--- config.mk ---
export PLATFORM = sky130hd
export DESIGN_NAME = fetchStage
export DESIGN_NICKNAME = d
export VERILOG_FILES = /design/src/source/fetchStage.sv
export SDC_FILE = /design/constraint.sdc
export NUM_CORES = 2
export LEC_CHECK = 0
export BUFFER_PORTS_ARGS = -buffer_cell sky130_fd_sc_hd__clkbuf_2
export CAP_MARGIN = 0
export CORE_MARGIN = 1.5
export CORE_UTILIZATION = 53
export DETAILED_ROUTE_END_ITERATION = 8
export GPL_ROUTABILITY_DRIVEN = 0
export PLACE_DENSITY_LB_ADDON = 0.2
export SYNTH_ARGS = -nofsm -noshare
export SYNTH_HDL_FRONTEND = slang
export SYNTH_SLANG_ARGS = --single-unit
--- constraint.sdc ---
create_clock -name clk -period 4.7 [get_ports clk]
set_input_delay 0.94 -clock clk [delete_from_list [all_inputs] [get_ports clk]]
set_output_delay 0.94 -clock clk [all_outputs]
set_load 0.01 [all_outputs]
--- src/source/fetchStage.sv ---
`timescale 1ns/1ns
`default_nettype none

module fetchStage #(
    parameter int xlen = 32,
    parameter int imemAddrBits = 6
)(
    input  logic clk,
    input  logic rstN,
    input  logic run,
    input  logic loadEn,
    input  logic [imemAddrBits-1:0] loadAddr,
    input  logic [xlen-1:0] loadData,
    input  logic stallF,
    input  logic stallD,
    input  logic flushD,
    input  logic pcSrcE,
    input  logic [xlen-1:0] pcTargetE,
    output logic [xlen-1:0] instrD,
    output logic [xlen-1:0] pcD,
    output logic [xlen-1:0] pcPlus4D
);

    logic [xlen-1:0] imem [2**imemAddrBits];
    logic [xlen-1:0] pcF, pcPlus4F, pcNextF, instrF;

    assign pcPlus4F = pcF + xlen'(4);
    assign pcNextF  = pcSrcE ? pcTargetE : pcPlus4F;
    // word addressed, low two pc bits dropped
    assign instrF   = imem[pcF[imemAddrBits+1:2]];

    // program load only while stopped
    always_ff @(posedge clk) begin
        if (loadEn && !run) begin
            imem[loadAddr] <= loadData;
        end
    end

    always_ff @(posedge clk) begin
        if (!rstN || !run) begin
            pcF <= '0;
        end else if (!stallF) begin
            pcF <= pcNextF;
        end
    end

    // zero word is a bubble, decodes to no-op
    always_ff @(posedge clk) begin
        if (!rstN || !run || flushD) begin
            instrD   <= '0;
            pcD      <= '0;
            pcPlus4D <= '0;
        end else if (!stallD) begin
            instrD   <= instrF;
            pcD      <= pcF;
            pcPlus4D <= pcPlus4F;
        end
    end

endmodule

`default_nettype wire

==> After elaboration in Yosys (flattened, before gate mapping) <==
Memory sizes are Yosys's and may differ from the RTL's. A register that Yosys moved wholly into a read port is not among the register bits.
Index checks and enable logic that the tools add are counted.
{ "op_classes": {"n_reduce_logical": 6, "muxes": 3, "add_sub_neg": 1} }
{ "ops": {"columns": ["op", "count"], "rows": [
  ["adder 32 x 3 -> 32 bit, second input constant", 1],
  ["2-to-1 mux 32 bit", 1],
  ["zero test 1 bit", 3],
  ["logical OR 1 bit", 2],
  ["2-to-1 mux 1 bit", 2],
  ["logical AND 1 bit", 1]
]} }
{ "totals": {"word_cells": 14, "out_inout_bits": 96, "register_bits": 96, "memories": 1, "ram_bits": 2048, "in_bits": 78} }
{ "mem_list": {"columns": ["name", "depth", "word_bits", "read_ports", "rd_clocked_by_memory_dff", "write_ports", "line", "source"], "rows": [
  ["imem", 64, 32, 1, 1, 1, "24", "logic [xlen-1:0] imem [2**imemAddrBits];"]
]} }

==> Longest topological paths before layout <==
{ "logic_depth": {"ltp_word": 4, "mapped_depth": 11, "ltp_nobuf": 6} }

==> Worst setup path before layout <==
Ideal clock, no wire load.
{ "synth_timing": {"path_kind": "input port to flip-flop", "start": "input loadAddr[3]", "end": "memory imem[10][0], enable pin", "setup_ps": 421, "stages": 4, "path_slack_ps": 1159, "required_ps": 4279, "path_buffers": 2, "arrival_ps": 3120, "cell_sequence": "clkbuf_1 > or3b_2 > clkbuf_1 > nor2_1"} }
{ "synth_rtl": {"columns": ["item", "line", "source"], "rows": [
  ["start, declared", "12", "input logic [imemAddrBits-1:0] loadAddr,"],
  ["end, declared", "24", null]
]} }
Straight into the memory's write port.

==> metrics.yaml <==
clockRootBuffer: "clkbuf_16"
post-cts-setup-buffers: 0
cts_buffers: 210
hold_start: "pcTargetE[0]"
ir_drop_v: 0.000393
drtIter0Drc: 4949
synth_top_flop_cell: "edfxtp_1"
syn_area_per_cell_um2: 18.9
dieHeight_um: 403
holdPathEnd: "pcF[0]"
relSlewSlack: 0.167
cts_max_level: 4
netlist_area_um2: 84700
synthTopCellsByCount: "edfxtp_1 (2,048), mux2i_1 (636), mux4_2 (236), a22oi_1 (230), nor2_1 (173)"
crit_family: "compound AO/OA/AOI/OAI gates"
port_buffers: 173
async_reset_ff_frac: 0
hold_violations: 0
drv_cap: 0
r2r_end: "instrD[21]"
drc: 0
syn_nets: 4569
coreArea_um2: 159000
fmax_mhz: 276
final_util: 0.603
drt_wl_total_um: 210000
path_cells: "nor2b_4 -> buf_4 -> a22oi_1 -> a31oi_1 -> o2111ai_1 -> o221a_2"
synthCells: 4490
hpwl_um: 127000
crit_fanout: 38
powerDensity_nw_per_um2: 405
fp-row-count: 146
rsz0062_at_grt: "false"
grt_pass1_wl_um: 305000
num-nets-final: 4860
critical_path_arrival_ns: 4.34
setup_viol: 0
dieArea_um2: 162000
post-place-ws_ns: 1.14
yosysTopAreaCell: "edfxtp_1"
worstSkewPairLatency_ns: 0.83
yosysUniqueCellTypes: 78
synth_edf_count: 2048
synth.area.top_cells: "edfxtp_1 (73%), mux2i_1 (7.5%), mux4_2 (6.3%)"
cts_hold_buffers: 0
min_path_cells: 3
crit_buf_inv: 1
overflow: 0
yosysSeqAreaShare: 0.756
cpPeakStageDelay_ns: 0.92
routed_via_density: 6.31
clock-sinks: 2174
synth.top_cell.area_share: 0.726
skew_ns: 0.0224
synth_most_common_cell: "edfxtp_1"
grt_max_degree: 122
min_path_type: "in2reg"
worstPathRequired_ns: 5.42
via_count: 44350
r2r-start: "pcF[4]"
clock_path_buffers: 3
fin_ws_ns: 1.08
worstSetupEndpointType: "register"
slowest_stage: "nor2b_4"
post-route-period-util: 0.771
io_pins: 174
rr_worst_depth: 6
cts_resized: 0
finalMaxSlewViolations: 0
yosys_register_bits: 2174
area_delta_synth_final_pct: 12.8
power.leakage_nw: 29.3
antenna_left: 0
first_pass_iters: 6
yosysWarnings: 0
outcome: "finished clean"
initial_utilization: 0.534
track_usage: 0.259
wl_per_cell_um: 29.9
r2r_slack_ns: 1.08
grt_antenna_before_repair: 12
fin_setup_tns_ns: 0
grt_pass1_vias: 43356
cts_tree: "yes"
die_x_um: 403
path_clk_slew_ns: 0.06
worst_pin_slew_ns: 1.25
setup.worst_path.start_class: "register"
fin_crit_ns: 3.62
drive_gt1_frac: 0.211
path_class: "reg2reg"
[worst reg2reg max path, cell delays in order, from the launching register on]
cell	delay [ns]
dfxtp_4	0.84
nor2b_4	1.00
buf_4	0.42
a22oi_1	0.11
a31oi_1	0.40
o2111ai_1	0.39
o221a_2	0.37
[state kept, by name (all words and copies together), names as in the netlist]
register / flops
pcPlus4D: 30
pcF: 32
pcD: 32
imem: 2048
instrD: 32
[report_power, final]
| part | internal, mW | switching [mW] | leakage (nW) |
|---|---|---|---|
| Sequential | 21.3 | 0.0593 | 19.4 |
| Clock | 9.01 | 7.03 | 3.17 |
| Combinational | 0.435 | 0.934 | 6.72 |
[through the flow]
| step | cell area, um2 | instances | hold slack [ns] | total power, mW |
|---|---|---|---|---|
| final | 95500 | 7029 | 0.371 | 38.7 |
| after global routing | 95500 | 7027 | 0.368 | 39.7 |
| after CTS | 95500 | 7026 | 0.323 | 38.9 |
| after detailed placement | 89000 | 6641 | 0.463 | 23.1 |
| after global placement | 89000 | 6641 | 0.452 | 23.1 |
| after floorplan | 84700 | 4490 | 0.460 | 22.4 |
[logic make-up after synthesis]
group,after synthesis,share of synthesized area
buffers and inverters,293,0.0193
adders and majority gates,1,0.000148
AOI/OAI and AO/OA,557,0.0479
xor gates and xnor gates,28,0.00289
DFF,2174,0.756
muxes,921,0.145
and+or+nand+nor,516,0.0289
[layout by cell type (no fill, tap or decap), drive strengths merged, types with 4 or more instances in the layout]
cell type	n
clkinvlp	9
mux2i	636
nor4	4
o21ai	33
xor2	24
and4	6
clkbuf	453
xnor2	4
dfxtp	126
o221ai	9
o2111ai	18
nand2b	17
a211oi	13
a21o	4
clkinv	80
a21oi	80
nor3	6
and3	11
edfxtp	2048
a22oi	230
bufinv	9
nor2b	9
nand3	102
nand2	133
nand4	30
or3	4
mux4	241
a22o	21
o221a	14
mux2	44
a221oi	25
nor2	174
inv	14
o311a	15
nand3b	6
buf	192
a31oi	62
and2	4
[worst max-delay path by stage]
stage / start / end / slack, ns / cells after the start
6_report: pcF[4] / instrD[21] / 1.08 / 6
2_1_floorplan: loadAddr[3] / imem[10][0] / 1.16 / 4
3_3_place_gp: run / imem[36][0] / 1.13 / 7
5_1_grt: pcF[4] / instrD[21] / 1.07 / 6
4_1_cts: pcF[4] / instrD[21] / 1.18 / 6
3_5_place_dp: run / imem[36][25] / 1.14 / 7
[layer usage]
| metal | wire [um] | GRT usage |
|---|---|---|
| met3 | 16700 | 0.0437 |
| met5 | 31 | 0 |
| met4 | 3730 | 0.0554 |
| met1 | 88700 | 0.377 |
| met2 | 101000 | 0.414 |
[area by class of cell]
cell class | instances | area, um2
antenna | 3 | 7.51
timing repair buffer | 364 | 2740
inverter | 8 | 30.0
fill | 11465 | 63000
multi-input combinational | 2023 | 19600
sequential | 2174 | 64000
tap | 2072 | 2590
clock inverter | 104 | 792
clock buffer | 281 | 5720
Note: power is estimated with default switching activity, not from simulation.
