==> config.mk <==
export PLATFORM = sky130hd
export DESIGN_NAME = hazardUnit
export DESIGN_NICKNAME = d
export VERILOG_FILES = /design/src/source/rvPkg.sv /design/src/source/hazardUnit.sv
export SDC_FILE = /design/constraint.sdc
export NUM_CORES = 1
export LEC_CHECK = 0
export BUFFER_PORTS_ARGS = -buffer_cell sky130_fd_sc_hd__buf_2
export CAP_MARGIN = 20
export CORE_MARGIN = 3
export CORE_UTILIZATION = 34
export DETAILED_ROUTE_END_ITERATION = 10
export PLACE_DENSITY_LB_ADDON = 0.08
export SYNTH_ARGS = -nofsm -noshare
export SYNTH_HDL_FRONTEND = slang
export SYNTH_SLANG_ARGS = --single-unit
==> constraint.sdc <==
create_clock -name vclk -period 1.5
set_input_delay 0.3 -clock vclk [all_inputs]
set_output_delay 0.3 -clock vclk [all_outputs]
set_load 0.01 [all_outputs]
==> src/source/rvPkg.sv <==
`default_nettype none

package rvPkg;

    // register index width
    localparam int regAddrBits = 5;

    // opcodes of the supported subset
    localparam logic [6:0] opReg    = 7'b0110011;
    localparam logic [6:0] opImm    = 7'b0010011;
    localparam logic [6:0] opLoad   = 7'b0000011;
    localparam logic [6:0] opStore  = 7'b0100011;
    localparam logic [6:0] opBranch = 7'b1100011;
    localparam logic [6:0] opJal    = 7'b1101111;
    localparam logic [6:0] opLui    = 7'b0110111;

    // alu operations
    localparam logic [2:0] aluAdd = 3'd0;
    localparam logic [2:0] aluSub = 3'd1;
    localparam logic [2:0] aluAnd = 3'd2;
    localparam logic [2:0] aluOr  = 3'd3;
    localparam logic [2:0] aluSlt = 3'd4;

    // writeback result source
    localparam logic [1:0] resAlu = 2'd0;
    localparam logic [1:0] resMem = 2'd1;
    localparam logic [1:0] resPc4 = 2'd2;

    // operand forward select
    localparam logic [1:0] fwdReg = 2'd0;
    localparam logic [1:0] fwdWb  = 2'd1;
    localparam logic [1:0] fwdMem = 2'd2;

endpackage

`default_nettype wire

==> src/source/hazardUnit.sv <==
`timescale 1ns/1ns
`default_nettype none

module hazardUnit (
    input  logic [rvPkg::regAddrBits-1:0] rs1D,
    input  logic [rvPkg::regAddrBits-1:0] rs2D,
    input  logic [rvPkg::regAddrBits-1:0] rs1E,
    input  logic [rvPkg::regAddrBits-1:0] rs2E,
    input  logic [rvPkg::regAddrBits-1:0] rdE,
    input  logic [1:0] resultSrcE,
    input  logic pcSrcE,
    input  logic [rvPkg::regAddrBits-1:0] rdM,
    input  logic regWriteM,
    input  logic [rvPkg::regAddrBits-1:0] rdW,
    input  logic regWriteW,
    output logic [1:0] forwardAE,
    output logic [1:0] forwardBE,
    output logic stallF,
    output logic stallD,
    output logic flushD,
    output logic flushE
);

    logic lwStall;

    // memory stage is newer, so it wins over writeback
    function automatic logic [1:0] forwardFor(input logic [rvPkg::regAddrBits-1:0] rs);
        if (rs != '0 && regWriteM && rs == rdM) begin
            return rvPkg::fwdMem;
        end else if (rs != '0 && regWriteW && rs == rdW) begin
            return rvPkg::fwdWb;
        end
        return rvPkg::fwdReg;
    endfunction

    always_comb begin
        forwardAE = forwardFor(rs1E);
        forwardBE = forwardFor(rs2E);
    end

    // load in execute feeding the instruction in decode
    assign lwStall = (resultSrcE == rvPkg::resMem) && (rdE != '0)
                     && (rdE == rs1D || rdE == rs2D);

    assign stallF = lwStall;
    assign stallD = lwStall;
    assign flushD = pcSrcE;
    assign flushE = lwStall | pcSrcE;

endmodule

`default_nettype wire

Yosys cells after proc, flatten, opt, wreduce, memory -nomap -nowiden

Cells that the tools add are included.

Register bits: 0
Bits in latches: 0
Memory bits (writable): 0
Bits in read-only memories: 0
Input bits: 40
Output and inout port bits: 8
Logic and storage cells: 32
Memories: 0

Add/sub/neg operators: 0
Multiply operators: 0
Div/mod/pow operators: 0
$lt $le $gt $ge: 0
Equality and inequality tests: 7
Shift-type cells: 0
Multiplexer cells: 10
Bitwise gates (word level): 1
Reduce and logical (&&, ||, !) cells: 14

Operators with widths:

| kind                                           | number |
|---|---|
| == test 5 bit                                  | 6 |
| nonzero test 5 bit                             | 3 |
| 2-to-1 mux 2 bit                               | 6 |
| logical AND 1 bit                              | 10 |
| 2-to-1 mux 1 bit                               | 4 |
| == test 2 x 1 -> 1 bit (second input constant) | 1 |
| logical OR 1 bit                               | 1 |
| bitwise OR 1 bit                               | 1 |

Logic depth before layout (Yosys ltp)

Word-level depth: 6
Gate-level depth with buffers: 5
Mapped depth without buffers: 4

Worst setup path after synthesis

No wires, ideal clock.

Path type: input-to-output
Start point: input rdE[2] in the netlist's numbering
End point: output stallF
Data arrival time: 1432 ps
Slack: -232 ps
Stages: 5
Cells stage by stage: xor2_1 > nor3_1 > a22oi_1 > nor4_1 > buf_4

Word-level cells in the longest chain between the ends: 3

Ends and longest elaborated chain:

| element                                               | line                               | text |
|---|---|---|
| start: declaration                                    | hazardUnit.sv:9                    | `input logic [rvPkg::regAddrBits-1:0] rdE,` |
| == test 5 bit or nonzero test 5 bit (tied branches)   | hazardUnit.sv:43, hazardUnit.sv:42 |  |
| logical OR 1 bit or logical AND 1 bit (tied branches) | hazardUnit.sv:43, hazardUnit.sv:42 |  |
| logical AND 1 bit (*)                                 | hazardUnit.sv:43                   | `&& (rdE == rs1D \|\| rdE == rs2D);` |
| end: declaration                                      | hazardUnit.sv:18                   | `output logic stallF,` |

Mark *: on every way between the ends. The rest lies on a longest branch, timed or not.

Worst setup path after layout

Start point: input rs2E[3] in the netlist's numbering
End point: output forwardBE[0]

Word-level cells in the longest chain between the ends: 6

Ends and longest elaborated chain:

| element                         | line                               | text |
|---|---|---|
| start: declaration              | hazardUnit.sv:8                    | `input logic [rvPkg::regAddrBits-1:0] rs2E,` |
| nonzero test 5 bit              | hazardUnit.sv:28, hazardUnit.sv:30 |  |
| logical AND 1 bit (2 in series) | hazardUnit.sv:30                   | `end else if (rs != '0 && regWriteW && rs == rdW) begin` |
| 2-to-1 mux 1 bit                | hazardUnit.sv:30                   |  |
| 2-to-1 mux 1 bit                | hazardUnit.sv:28                   | `if (rs != '0 && regWriteM && rs == rdM) begin` |
| 2-to-1 mux 2 bit (*)            | hazardUnit.sv:33                   | `return rvPkg::fwdReg;` |
| end: declaration                | hazardUnit.sv:17                   | `output logic [1:0] forwardBE,` |

Marked as above.

==> impl_metrics.tcl <==
set metrics [dict create \
    io-pin-count 48 \
    synth_nets 97 \
    worst-slew-pin-transition_ps 276 \
    fill_cells 79 \
    post-synth-top-count-cell "sky130_fd_sc_hd__xnor2_1" \
    grt_first_pass_wirelength_um 2560 \
    cp-end-kind "primary output" \
    post_drt_wl_per_cell_um 12.7 \
    gr-total-overflow 0 \
    worstPathMaxFanout 2 \
    max_cap_viol_count 0 \
    mappedNetlistArea_um2 464 \
    timing.critical_path.required_ps 1200 \
    min_setup_slack_post_route_ps -282 \
    fp-row-count 12 \
    crit_arrival_ps 1480 \
    insertedDiodeCount 0 \
    worst_slew_margin_rel_pct 81.4 \
    placement_stage_worst_setup_slack_ps -277 \
    drtIter0Drc 2 \
    synth.lib_cells_used.distinct 15 \
    syn_area_per_cell_um2 8.14 \
    violated_checks "setup timing" \
    power.switching_w 0.000114 \
    routabilityCongestion 0.762 \
    place_hpwl_um 1340 \
    final-hold-violation-count 0 \
    synth.top_cells.by_area "sky130_fd_sc_hd__xnor2_1 30%, sky130_fd_sc_hd__xor2_1 26%, sky130_fd_sc_hd__nor4_2 11%" \
    layout-drive-gt1-share_pct 72.6 \
    flow.area_growth_from_synthesis_pct 111 \
    power_leakage_nw 0.462 \
    pwr-share-comb_pct 100.0 \
    finalNetCount 159 \
    final_core_utilization_pct 82.6 \
    core_region_area_um2 1190 \
    grt_antenna_before_repair 0 \
    start_util_pct 39.1 \
    timing_max_transition_violations_final 0 \
    hold_start "pcSrcE" \
    route.detailed.vias_per_inst 4.83 \
    floorplan.die.width_um 43.0 \
    worst_vdd_drop_uv 163 \
    ys_seq_area_share_pct 0 \
    sequential_power_share_pct 0 \
    drc 0 \
    max_freq_mhz 561 \
    first_global_vias 646 \
    yosys_warnings 0 \
    netlist_instances 57 \
    floorplan.die.height_um 43.0 \
    routed-via-count 633 \
    grt_setup_unrepaired "yes" \
    startpoint "rs2E[3]" \
    power_density_nw_per_um2 263 \
    design.seq.count 0 \
    pin_count_of_the_biggest_net_entering_global_routing 4 \
    grt_use_total_pct 17.2 \
    synth_area_leader_cell "sky130_fd_sc_hd__xnor2_1" \
    layout_worst_path_cycle_share_pct 119 \
    timing.setup.critical_path_class "primary input to primary output" \
    startpoint_class_of_the_critical_path "primary input" \
    post-synth-top-area-fraction_pct 30.2 \
    internal_power_w 0.000143 \
    wl_um 1660 \
    synthTopCellsByCount "16 x sky130_fd_sc_hd__xnor2_1, 14 x sky130_fd_sc_hd__xor2_1, 4 x sky130_fd_sc_hd__nand4_1, 4 x sky130_fd_sc_hd__nor4_2, 3 x sky130_fd_sc_hd__nor2_1" \
    detail-route-antenna-nets 0 \
    part_of_the_power_in_the_clock_network_pct 0 \
    floorplan.die_area_um2 1840 \
    status "complete, but fails checks" \
    setup_viol 7 \
    netSwitchingFraction_pct 44.3 \
    worst_hold_class "primary input to primary output" \
    period_minus_slack_ps 1780 \
    area.sequential_um2 0 \
    numPortBuffers 48 \
    number_of_clock_buffers_in_the_layout 0 \
    drt_pre_antenna_iters 3 \
]
## critical path: stages
cell                     delay, ps
sky130_fd_sc_hd__buf_6          90
sky130_fd_sc_hd__or4_4         540
sky130_fd_sc_hd__nor2_4        130
sky130_fd_sc_hd__nor4_4         60
sky130_fd_sc_hd__nor4_2        190
sky130_fd_sc_hd__buf_2         160
## layout make-up
| class | instances | area (um2) | share of cell area [%] |
|---|---|---|---|
| tap | 14 | 17.5 | 1.79 |
| multi-input combinational | 53 | 549 | 56.1 |
| timing repair buffer | 62 | 405 | 41.4 |
| inverter | 2 | 7.51 | 0.766 |
## worst paths after layout
kind	end	slack (ps)	cells past startpoint
worst max-delay path	forwardBE[0]	-280	6
worst min-delay path	flushD	800	2
## metrics by stage
stage | hold slack, ps | power (W) | cells | area, um2 | setup TNS, ps
after global placement | 799 | 0.000203 | 128 | 803 | -1190
after CTS | 802 | 0.000231 | 131 | 895 | -1150
after detailed placement | 802 | 0.000207 | 128 | 803 | -1280
after floorplan | 640 | 0.0000937 | 57 | 478 | -348
after global routing | 812 | 0.000278 | 131 | 980 | -1450
final | 803 | 0.000257 | 131 | 980 | -1090
## cells by family after synthesis
group,Yosys count,synth area share [%]
and+or+nand+nor,21,35.0
xor gates and xnor gates,30,56.6
buffers and inverters,4,4.85
AOI/OAI and AO/OA,2,3.50
## routing by layer
metal,global-route usage [%],part of all wire [%],wire (um)
met5,0,0,0
met4,0,1.0,17
met3,2.54,8.8,146
met2,36.2,57,942
met1,18.4,33,553
## timing repair
action	CTS	global route
gates resized for setup	14	13
endpoints found under the hold margin	0	0
cloned	0	0
buffers inserted	3	2
setup endpoints to repair	7	7
pin swaps	4	7
hold buffers	0	0
## power by group through the flow
stage	clock network, W	logic [W]	registers [W]
2_1_floorplan	0	0.0000937	0
3_3_place_gp	0	0.000203	0
3_5_place_dp	0	0.000207	0
4_1_cts	0	0.000231	0
5_1_grt	0	0.000278	0
6_report	0	0.000257	0
## layout by cell type, fill, tap and decap left out, drive strengths merged
cell	n
a22oi	1
buf	62
inv	2
nand2	2
nand4	4
nor2	5
nor3	2
nor4	5
o41ai	1
or4	3
xnor2	16
xor2	14
Note: power is estimated with default switching activity, not from simulation.
