<file path="src/source/rvPkg.sv">
`default_nettype none

package rvPkg;

    // register index width
    localparam int regAddrBits = 5;

    // opcodes of the supported subset
    localparam logic [6:0] opReg    = 7'b0110011;
    localparam logic [6:0] opImm    = 7'b0010011;
    localparam logic [6:0] opLoad   = 7'b0000011;
    localparam logic [6:0] opStore  = 7'b0100011;
    localparam logic [6:0] opBranch = 7'b1100011;
    localparam logic [6:0] opJal    = 7'b1101111;
    localparam logic [6:0] opLui    = 7'b0110111;

    // alu operations
    localparam logic [2:0] aluAdd = 3'd0;
    localparam logic [2:0] aluSub = 3'd1;
    localparam logic [2:0] aluAnd = 3'd2;
    localparam logic [2:0] aluOr  = 3'd3;
    localparam logic [2:0] aluSlt = 3'd4;

    // writeback result source
    localparam logic [1:0] resAlu = 2'd0;
    localparam logic [1:0] resMem = 2'd1;
    localparam logic [1:0] resPc4 = 2'd2;

    // operand forward select
    localparam logic [1:0] fwdReg = 2'd0;
    localparam logic [1:0] fwdWb  = 2'd1;
    localparam logic [1:0] fwdMem = 2'd2;

endpackage

`default_nettype wire

</file>
<file path="src/source/executeStage.sv">
`timescale 1ns/1ns
`default_nettype none

module executeStage #(
    parameter int xlen = 32
)(
    input  logic clk,
    input  logic rstN,
    input  logic regWriteE,
    input  logic [1:0] resultSrcE,
    input  logic memWriteE,
    input  logic branchE,
    input  logic branchNeE,
    input  logic jumpE,
    input  logic [2:0] aluOpE,
    input  logic aluSrcE,
    input  logic [xlen-1:0] rd1E,
    input  logic [xlen-1:0] rd2E,
    input  logic [xlen-1:0] pcE,
    input  logic [xlen-1:0] immE,
    input  logic [xlen-1:0] pcPlus4E,
    input  logic [rvPkg::regAddrBits-1:0] rdE,
    input  logic [1:0] forwardAE,
    input  logic [1:0] forwardBE,
    input  logic [xlen-1:0] resultW,
    output logic pcSrcE,
    output logic [xlen-1:0] pcTargetE,
    output logic regWriteM,
    output logic [1:0] resultSrcM,
    output logic memWriteM,
    output logic [xlen-1:0] aluResultM,
    output logic [xlen-1:0] writeDataM,
    output logic [rvPkg::regAddrBits-1:0] rdM,
    output logic [xlen-1:0] pcPlus4M
);

    logic [xlen-1:0] srcAE, srcBE, writeDataE, aluResultE;
    logic equalE;

    function automatic logic [xlen-1:0] pickOperand(
        input logic [1:0] sel,
        input logic [xlen-1:0] regVal,
        input logic [xlen-1:0] wbVal,
        input logic [xlen-1:0] memVal
    );
        case (sel)
            rvPkg::fwdMem: return memVal;
            rvPkg::fwdWb:  return wbVal;
            default:       return regVal;
        endcase
    endfunction

    assign srcAE      = pickOperand(forwardAE, rd1E, resultW, aluResultM);
    assign writeDataE = pickOperand(forwardBE, rd2E, resultW, aluResultM);
    assign srcBE      = aluSrcE ? immE : writeDataE;

    always_comb begin
        case (aluOpE)
            rvPkg::aluSub: aluResultE = srcAE - srcBE;
            rvPkg::aluAnd: aluResultE = srcAE & srcBE;
            rvPkg::aluOr:  aluResultE = srcAE | srcBE;
            rvPkg::aluSlt: aluResultE = {{(xlen-1){1'b0}}, $signed(srcAE) < $signed(srcBE)};
            default:       aluResultE = srcAE + srcBE;
        endcase
    end

    // beq/bne on operand equality, bne inverts
    assign equalE    = (srcAE == writeDataE);
    assign pcSrcE    = (branchE & (equalE ^ branchNeE)) | jumpE;
    assign pcTargetE = pcE + immE;

    always_ff @(posedge clk) begin
        if (!rstN) begin
            regWriteM  <= 1'b0;
            resultSrcM <= rvPkg::resAlu;
            memWriteM  <= 1'b0;
            rdM        <= '0;
        end else begin
            regWriteM  <= regWriteE;
            resultSrcM <= resultSrcE;
            memWriteM  <= memWriteE;
            rdM        <= rdE;
        end
    end

    always_ff @(posedge clk) begin
        aluResultM <= aluResultE;
        writeDataM <= writeDataE;
        pcPlus4M   <= pcPlus4E;
    end

endmodule

`default_nettype wire

</file>
<file path="config.mk">
export PLATFORM = sky130hd
export DESIGN_NAME = executeStage
export DESIGN_NICKNAME = d
export VERILOG_FILES = /design/src/source/rvPkg.sv /design/src/source/executeStage.sv
export SDC_FILE = /design/constraint.sdc
export NUM_CORES = 1
export LEC_CHECK = 0
export BUFFER_PORTS_ARGS = -buffer_cell sky130_fd_sc_hd__buf_2
export CELL_PAD_IN_SITES_DETAIL_PLACEMENT = 1
export CELL_PAD_IN_SITES_GLOBAL_PLACEMENT = 2
export CORE_MARGIN = 1.5
export CORE_UTILIZATION = 26
export CTS_BUF_LIST = sky130_fd_sc_hd__clkbuf_4 sky130_fd_sc_hd__clkbuf_8
export CTS_CLUSTER_SIZE = 24
export DETAILED_ROUTE_END_ITERATION = 12
export PLACE_DENSITY_LB_ADDON = 0.1
export SYNTH_ARGS = -nofsm -noshare
export SYNTH_HDL_FRONTEND = slang
export SYNTH_SLANG_ARGS = --single-unit
</file>
<file path="constraint.sdc">
create_clock -name clk -period 4.9 [get_ports clk]
set_input_delay 0.98 -clock clk [delete_from_list [all_inputs] [get_ports clk]]
set_output_delay 0.98 -clock clk [all_outputs]
set_load 0.01 [all_outputs]
</file>
==> After elaboration in Yosys (flattened, before gate mapping) <==
Cells that the tools add are included.
W data, S select, Z words.
{ "op_classes": {"n_addsub": 3, "multipliers": 0, "n_div": 0, "magnitude_cmp": 1, "eq_ne": 9, "shift": 0, "n_mux": 4, "bitwise": 5, "n_reduce_logical": 0} }
{ "ops": {"columns": ["operator", "n"], "rows": [
  ["$pmux W32 S2", 2],
  ["$pmux W32 S4", 1],
  ["$add A32 B32 Y32", 2],
  ["$and A32 B32 Y32", 1],
  ["$eq A32 B32 Y1", 1],
  ["$lt A32 B32 Y1", 1],
  ["$mux W32", 1],
  ["$or A32 B32 Y32", 1],
  ["$sub A32 B32 Y32", 1],
  ["$eq A3 B2 Y1 const B", 2],
  ["$eq A2 B1 Y1 const B", 2],
  ["$eq A2 B2 Y1 const B", 2],
  ["$eq A3 B1 Y1 const B", 1],
  ["$eq A3 B3 Y1 const B", 1],
  ["$and A1 B1 Y1", 1],
  ["$or A1 B1 Y1", 1],
  ["$xor A1 B1 Y1", 1]
]} }
{ "word_totals": {"register_bits": 105, "latch_bits": 0, "ramBits": 0, "mem_bits_ro": 0, "n_memories": 0} }

==> Longest topological paths before layout <==
Gate-level depths: netlist of run 1.
{ "depth": {"depth_word": 6, "depth_mapped": 20, "ltp_nobuf": 19} }

==> Least setup slack after synthesis of run 1 <==
Ideal clock, no wire load.
{ "synth_timing": {"kind": "input-to-reg", "startpoint": "input forwardBE[0]", "endpoint": "register aluResultM[22]", "setup_time_ns": 0.121, "arrival_ns": 4.697, "required_time_ns": 4.779, "slack_ns": 0.082, "stages": 19, "path_buffers": 2, "path_cell_list": "inv_1 ha_1 clkbuf_1 buf_1 a21oi_1 o21ai_0 ha_1 inv_1 fa_1 nor2b_1 o2111ai_1 a211oi_1 o31ai_4 o21ai_2 a211oi_4 a21oi_1 or2_0 o221a_1 o21ai_1"} }
{ "synth_via": {"elab_chain_cells": 5, "elab_cells_between_ends": 9} }
{ "synth_rtl": {"columns": ["item", "line", "text"], "rows": [
  ["start: declaration", "executeStage.sv:24", "input logic [1:0] forwardBE,"],
  ["$eq A2 B1 Y1 or $eq A2 B2 Y1 (tied branches)", "executeStage.sv:46", "case (sel)"],
  ["$pmux W32 S2 (*)", "executeStage.sv:46", null],
  ["$mux W32 (*)", "executeStage.sv:55", "assign srcBE = aluSrcE ? immE : writeDataE;"],
  ["$add A32 B32 Y32, or another cell as far along", "executeStage.sv:63", "default: aluResultE = srcAE + srcBE;"],
  ["$pmux W32 S4 (*)", "executeStage.sv:58", "case (aluOpE)"],
  ["named net aluResultE[22]", "executeStage.sv:37", "logic [xlen-1:0] srcAE, srcBE, writeDataE, aluResultE;"],
  ["end signal: assignment", "executeStage.sv:87", "aluResultM <= aluResultE;"],
  ["end: declaration", "executeStage.sv:31", "output logic [xlen-1:0] aluResultM,"]
]} }
Mark *: on every way through the listed nets, which the timed path passes. The rest lies on a longest branch.
A chain may end at the register's enable or synchronous reset.

==> Worst setup path after layout of run 1 <==
{ "layout_timing": {"startpoint": "input forwardBE[0]", "endpoint": "output pcSrcE"} }
{ "layout_via": {"elab_chain_cells": 6, "elab_cells_between_ends": 7} }
{ "layout_rtl": {"columns": ["item", "line", "text"], "rows": [
  ["$eq A2 B1 Y1 or $eq A2 B2 Y1 (tied branches)", "executeStage.sv:46", null],
  ["$pmux W32 S2 (*)", "executeStage.sv:46", null],
  ["$eq A32 B32 Y1 (*)", "executeStage.sv:68", "assign equalE = (srcAE == writeDataE);"],
  ["$xor A1 B1 Y1 (*)", "executeStage.sv:69", "assign pcSrcE = (branchE & (equalE ^ branchNeE)) | jumpE;"],
  ["$and A1 B1 Y1 (*)", "executeStage.sv:69", null],
  ["$or A1 B1 Y1 (*)", "executeStage.sv:69", null],
  ["end: declaration", "executeStage.sv:26", "output logic pcSrcE,"]
]} }
Every way passes the cells marked *; elsewhere a longest branch is shown, timed or not.

==> impl_metrics.yaml, run 1 <==
critical_path:
  cp-end-kind: "output pin"
  path_cells: "buf_2 -> inv_1 -> ha_2 -> buf_12 -> buf_4 -> nor2_1 -> a21oi_1 -> xnor2_1 -> buf_4 -> nand4_1 -> buf_4 -> nor4_2 -> nand2_2 -> xnor2_1 -> a21o_1 -> buf_2"
  required_ns: 3.92
  start_kind: "primary input"
  crit_fanout: 15
  crit_top_cell: "buf_4"
  cp_slowest_cell: "ha_2"
  cp_slowest_stage_delay_ns: 0.37
  crit_buf_inv: 7
  crit_type: "primary input to output pin"
  crit_arrival_ns: 3.76
  crit_family: "buffers and inverters"
logic_synthesis:
  postSynthAreaPerCell_um2: 7.45
  seq_area_frac_synth_pct: 20.2
  synth_most_common_cell: "a21oi_1"
  async_reset_ff_share_pct: 0
  synth_area_um2: 10400
  yosysWarnings: 0
  syn_inst: 1401
  synth_ff_type: "dfxtp_1"
  yosysTopAreaCell: "dfxtp_1"
  synth_top_cell_area_share_pct: 20.2
  synth_edf_count: 0
  synthesis.nets: 1749
  yosys_register_bits: 105
  synth_common_cells: "a21oi_1 (152), inv_1 (141), nor2_1 (140)"
  synth_area_leaders: "dfxtp_1 (20%), ha_1 (16%), a21oi_1 (7.3%)"
  ys_types: 88
floorplanning:
  die_h_um: 203
  die-area_um2: 41300
  core-area_um2: 39600
  start_util_pct: 26.3
  die_x_um: 203
  ioPinCount: 352
  std_cell_rows: 73
power_and_ir_drop:
  powerDensity_nw_per_um2: 308
  leakage_nw: 7.50
  vdd_ir_drop_max_v: 0.000124
grt:
  grt_pass1_wl_mm: 82.8
  grt_pass1_vias: 12800
  antenna_found_initial: 9
  grt_max_degree: 30
  grt.overflow.total: 0
  grt_usage_pct: 26.9
cts:
  cts.sinks: 105
  htree_levels: 3
  cts_buffers: 9
  root_buffer: "clkbuf_8"
  cts_tree: "built"
  clock_latency_ns: 0.44
  clockBufferDepth: 2
  clk_pin_slew_ns: 0.13
timing:
  layout_min_cycle_time_ns: 4.74
  final_max_slew_viol_count: 0
  setup_viol: 0
  period_share_pct: 96.8
  finalSetupTns_ns: 0
  max_slew.worst_pin.slew_ns: 0.934
  fin_skew_ns: 0.0283
  rsz0062_at_grt: "no"
  hold_violations: 0
  max_freq_ghz: 0.211
  slew_headroom_pct: 37.7
layout:
  drive_above_1_share_pct: 35.2
  nets: 2306
  syn_to_final_growth_pct: 43.4
  num-fill-cells: 5013
  ff_latch_area_um2: 2100
  final_area_um2: 15000
  multi_input_area_um2: 7580
detailed_routing:
  drt_pass1_iterations: 5
  route.detailed.drc: 0
  first_iter_violations: 740
  viasPerCell: 5.06
  drt-wirelength-per-cell_um: 22.7
  routed_wl_mm: 56.7
  dr_total_vias: 12600
  drtAntennaViolNets: 0
placed_design:
  placed_area_um2: 14700
  routabilityCongestion: 0.938
  numPortBuffers: 351
  hpwlAfterDp_mm: 48.4
worst_hold_path:
  hold_path_class: "primary input to flop"
run:
  drv_cap: 0
run_status:
  outcome: "completed"
==> sequential cells by signal (all words and copies together) (netlist names) <==
| signal | flops |
|---|---|
| memWriteM | 1 |
| pcPlus4M | 32 |
| resultSrcM | 2 |
| aluResultM | 32 |
| writeDataM | 32 |
| rdM | 5 |
| regWriteM | 1 |
==> cells by family (layout without fill, tap and decap cells) <==
kind of cell               count (synthesis)  count (layout)  share of synthesized area (%)
buffers and inverters                    219             781                           8.14
DFF                                      105             105                           20.2
and+or+nand+nor                          360             360                           15.9
adders and majority gates                134             134                           16.3
xor gates and xnor gates                  66              66                           5.54
other                                      0               6                              0
AOI/OAI and AO/OA                        515             515                           33.8
muxes                                      2               2                          0.192
==> power by group <==
group,switching (mW),internal (mW),total [mW]
Sequential,0.150,0.997,1.15
Combinational,1.57,1.24,2.81
Clock,0.408,0.253,0.661
==> layout make-up <==
| type | instances | share of cell area (%) |
|---|---|---|
| Tap cell | 525 | 4.39 |
| Antenna cell | 6 | 0.100 |
| Sequential cell | 105 | 14.1 |
| Clock buffer | 9 | 0.828 |
| Inverter | 148 | 3.71 |
| Timing Repair Buffer | 617 | 25.6 |
| Clock inverter | 7 | 0.636 |
| Multi-Input combinational cell | 1077 | 50.7 |
==> stage by stage <==
stage	hold slack (ns)	setup WS (ns)	instances	utilization [%]	power [mW]
final	0.637	0.158	2494	37.7	4.61
after global routing	0.613	0.00549	2493	37.7	4.92
after CTS	0.605	0.000592	2487	37.5	4.63
after detailed placement	0.717	-0.469	2471	37.0	3.94
after global placement	0.700	-0.396	2471	37.0	3.92
after floorplan	0.665	0.0821	1401	-	2.53
==> cell usage in the layout, fill, tap and decap left out, drive strengths merged, types with 19 or more instances in the layout <==
cell,n
xnor2,58
dfxtp,105
a22oi,72
nor2b,19
buf,617
ha,131
nor2,144
nand2,95
o21ai,90
a21oi,156
inv,151
o21bai,21
==> worst paths after layout <==
check	startpoint	end	slack (ns)	cells after the start
setup reg to reg	aluResultM[0]$_DFF_P_	aluResultM[0]$_DFF_P_	0.84	18
hold reg to reg	aluResultM[29]$_DFF_P_	writeDataM[29]$_DFF_P_	0.77	4
hold / removal	pcPlus4E[17]	pcPlus4M[17]$_DFF_P_	0.64	1
setup / recovery	forwardBE[0]	pcSrcE	0.16	16
==> what timing repair did <==
action,in CTS,in global routing
endpoints found under the setup margin,1,12
hold buffers,0,0
buffers inserted,0,1
resized for setup,0,13
pin swaps,1,2
==> metal layers <==
| layer | vias to the layer above | share of wire (%) | track usage, % |
|---|---|---|---|
| met5 | - | 0.055 | 0 |
| met4 | 4 | 1.7 | 6.01 |
| met3 | 46 | 5.0 | 3.95 |
| met2 | 346 | 47 | 45.1 |
| met1 | 6132 | 46 | 36.2 |
| li1 | 6097 | - | - |
No activity file was read; power rests on OpenSTA's default activity.
==> inputs of run 2 (changes only) <==
RECOVER_POWER = 25   (was not set)
==> run 2 against run 1 <==
Critical path depth did not move. Global-route usage is the same. Clock power hardly changed. Sequential cell count is the same. Critical endpoint unchanged. Largest power group unchanged.
==> impl_metrics.yaml, run 2 (synthesized netlist as in run 1, its figures left out) <==
timing:
  setup_viol: 0
  hold_ws_ns: 0.637
  period_share_pct: 96.7
  hold_violations: 0
  layout_setup_ws_ns: 0.160
  max_slew.worst_pin.slew_ns: 0.938
  fin_skew_ns: 0.0283
  rsz0062_at_grt: "no"
  layout_min_cycle_time_ns: 4.74
  max_freq_ghz: 0.211
  slew_headroom_pct: 37.5
  final_max_slew_viol_count: 0
cts:
  clk_pin_slew_ns: 0.13
  root_buffer: "clkbuf_8"
  cts_buffers: 9
  htree_levels: 3
  cts_tree: "built"
  clock_latency_ns: 0.44
  clockBufferDepth: 2
  cts.sinks: 105
layout:
  finalNonFillerCells: 2494
  nets: 2306
  drive_above_1_share_pct: 34.1
  final_common_cell: "buf_2"
  syn_to_final_growth_pct: 43.1
  final_cell_mix: "buf_2 (332), buf_4 (259), a21oi_1 (149)"
  top_regs: "aluResultM: 32 flops, pcPlus4M: 32 flops, writeDataM: 32 flops"
detailed_routing:
  dr_total_vias: 12600
  drtAntennaViolNets: 0
  routed_wl_mm: 56.8
  first_iter_violations: 727
  drt-wirelength-per-cell_um: 22.8
  viasPerCell: 5.06
  drt_pass1_iterations: 5
  route.detailed.drc: 0
placed_design:
  numPortBuffers: 351
  hpwlAfterDp_mm: 48.4
  dp_worst_setup_slack_ns: -0.469
  dp_cells: 2471
  routabilityCongestion: 0.938
floorplanning:
  die-area_um2: 41300
  die_x_um: 203
  core-area_um2: 39600
  start_util_pct: 26.3
  die_h_um: 203
  std_cell_rows: 73
  ioPinCount: 352
grt:
  grt_usage_pct: 26.9
  antenna_found_initial: 9
  grt.overflow.total: 0
  grt_max_degree: 30
  grt_pass1_vias: 12800
  grt_pass1_wl_mm: 82.8
power_and_ir_drop:
  leakage_nw: 7.44
  powerDensity_nw_per_um2: 309
  vdd_ir_drop_max_v: 0.000122
critical_path:
  crit_arrival_ns: 3.76
  start_kind: "primary input"
  crit_type: "primary input to output pin"
  crit_fanout: 15
  cp-end-kind: "output pin"
  required_ns: 3.92
  ff2ff_setup_slack_ns: 0.85
  rr_worst_depth: 18
worst_hold_path:
  hold_path_class: "primary input to flop"
  hold_depth: 1
run:
  drv_cap: 0
run_status:
  outcome: "completed"
run 2: cell count changes in the layout (fill, tap and decap cells not counted), sizes merged:
cell / change
buf: -20
clkbuf: +20
run 2: area by class of cell:
class                           instances  area (µm²)
Sequential cell                       105        2100
Antenna cell                            6        15.0
Clock inverter                          7        95.1
Multi-Input combinational cell       1077        7580
Tap cell                              525         657
Fill cell                            5015       24700
Inverter                              148         556
Clock buffer                            9         124
Timing Repair Buffer                  617        3800
run 2: worst max-delay path, stage by stage:
cell     delay (ns)
buf_2          0.11
inv_1          0.05
ha_2           0.37
buf_12         0.14
buf_4          0.20
nor2_1         0.07
a21oi_1        0.24
xnor2_1        0.19
buf_4          0.18
nand4_1        0.09
buf_4          0.17
nor4_2         0.29
nand2_2        0.19
xnor2_1        0.17
a21o_1         0.17
buf_2          0.13
run 2: repair_timing:
action                                  4_1_cts  5_1_grt
hold endpoints to repair                      0        0
hold buffers                                  0        0
pin swaps                                     1        2
resized for setup                             0       13
setup buffers                                 0        1
endpoints found under the setup margin        1       12
run 2: final timing paths:
path,start,to
max,forwardBE[0],pcSrcE
min,pcPlus4E[17],pcPlus4M[17]$_DFF_P_
min reg2reg,aluResultM[25]$_DFF_P_,writeDataM[25]$_DFF_P_
max reg2reg,aluResultM[0]$_DFF_P_,aluResultM[0]$_DFF_P_
run 2: where the power goes:
group	internal (mW)	leakage, nW	switching (mW)	total, mW
Combinational	1.23	6.45	1.57	2.80
Clock	0.253	0.111	0.405	0.658
Sequential	0.997	0.883	0.151	1.15
Total	2.48	7.44	2.12	4.61
run 2: through the flow:
stage | util, % | total power [mW] | cell area [µm²] | setup TNS [ns]
2_1_floorplan | - | 2.53 | 10400 | 0
3_3_place_gp | 37.0 | 3.92 | 14700 | -2.46
3_5_place_dp | 37.0 | 3.94 | 14700 | -3.12
4_1_cts | 37.5 | 4.63 | 14900 | 0
5_1_grt | 37.7 | 4.91 | 14900 | 0
6_report | 37.7 | 4.61 | 14900 | 0
run 2: routing by layer:
metal | routed length [µm] | GRT usage, % | vias to the layer above | share of wire [%]
met1 | 26300 | 36.2 | 6117 | 46
met5 | 31 | 0 | - | 0.055
met4 | 971 | 6.01 | 4 | 1.7
met3 | 2870 | 3.95 | 46 | 5.1
li1 | - | - | 6095 | -
met2 | 26600 | 45.1 | 353 | 47
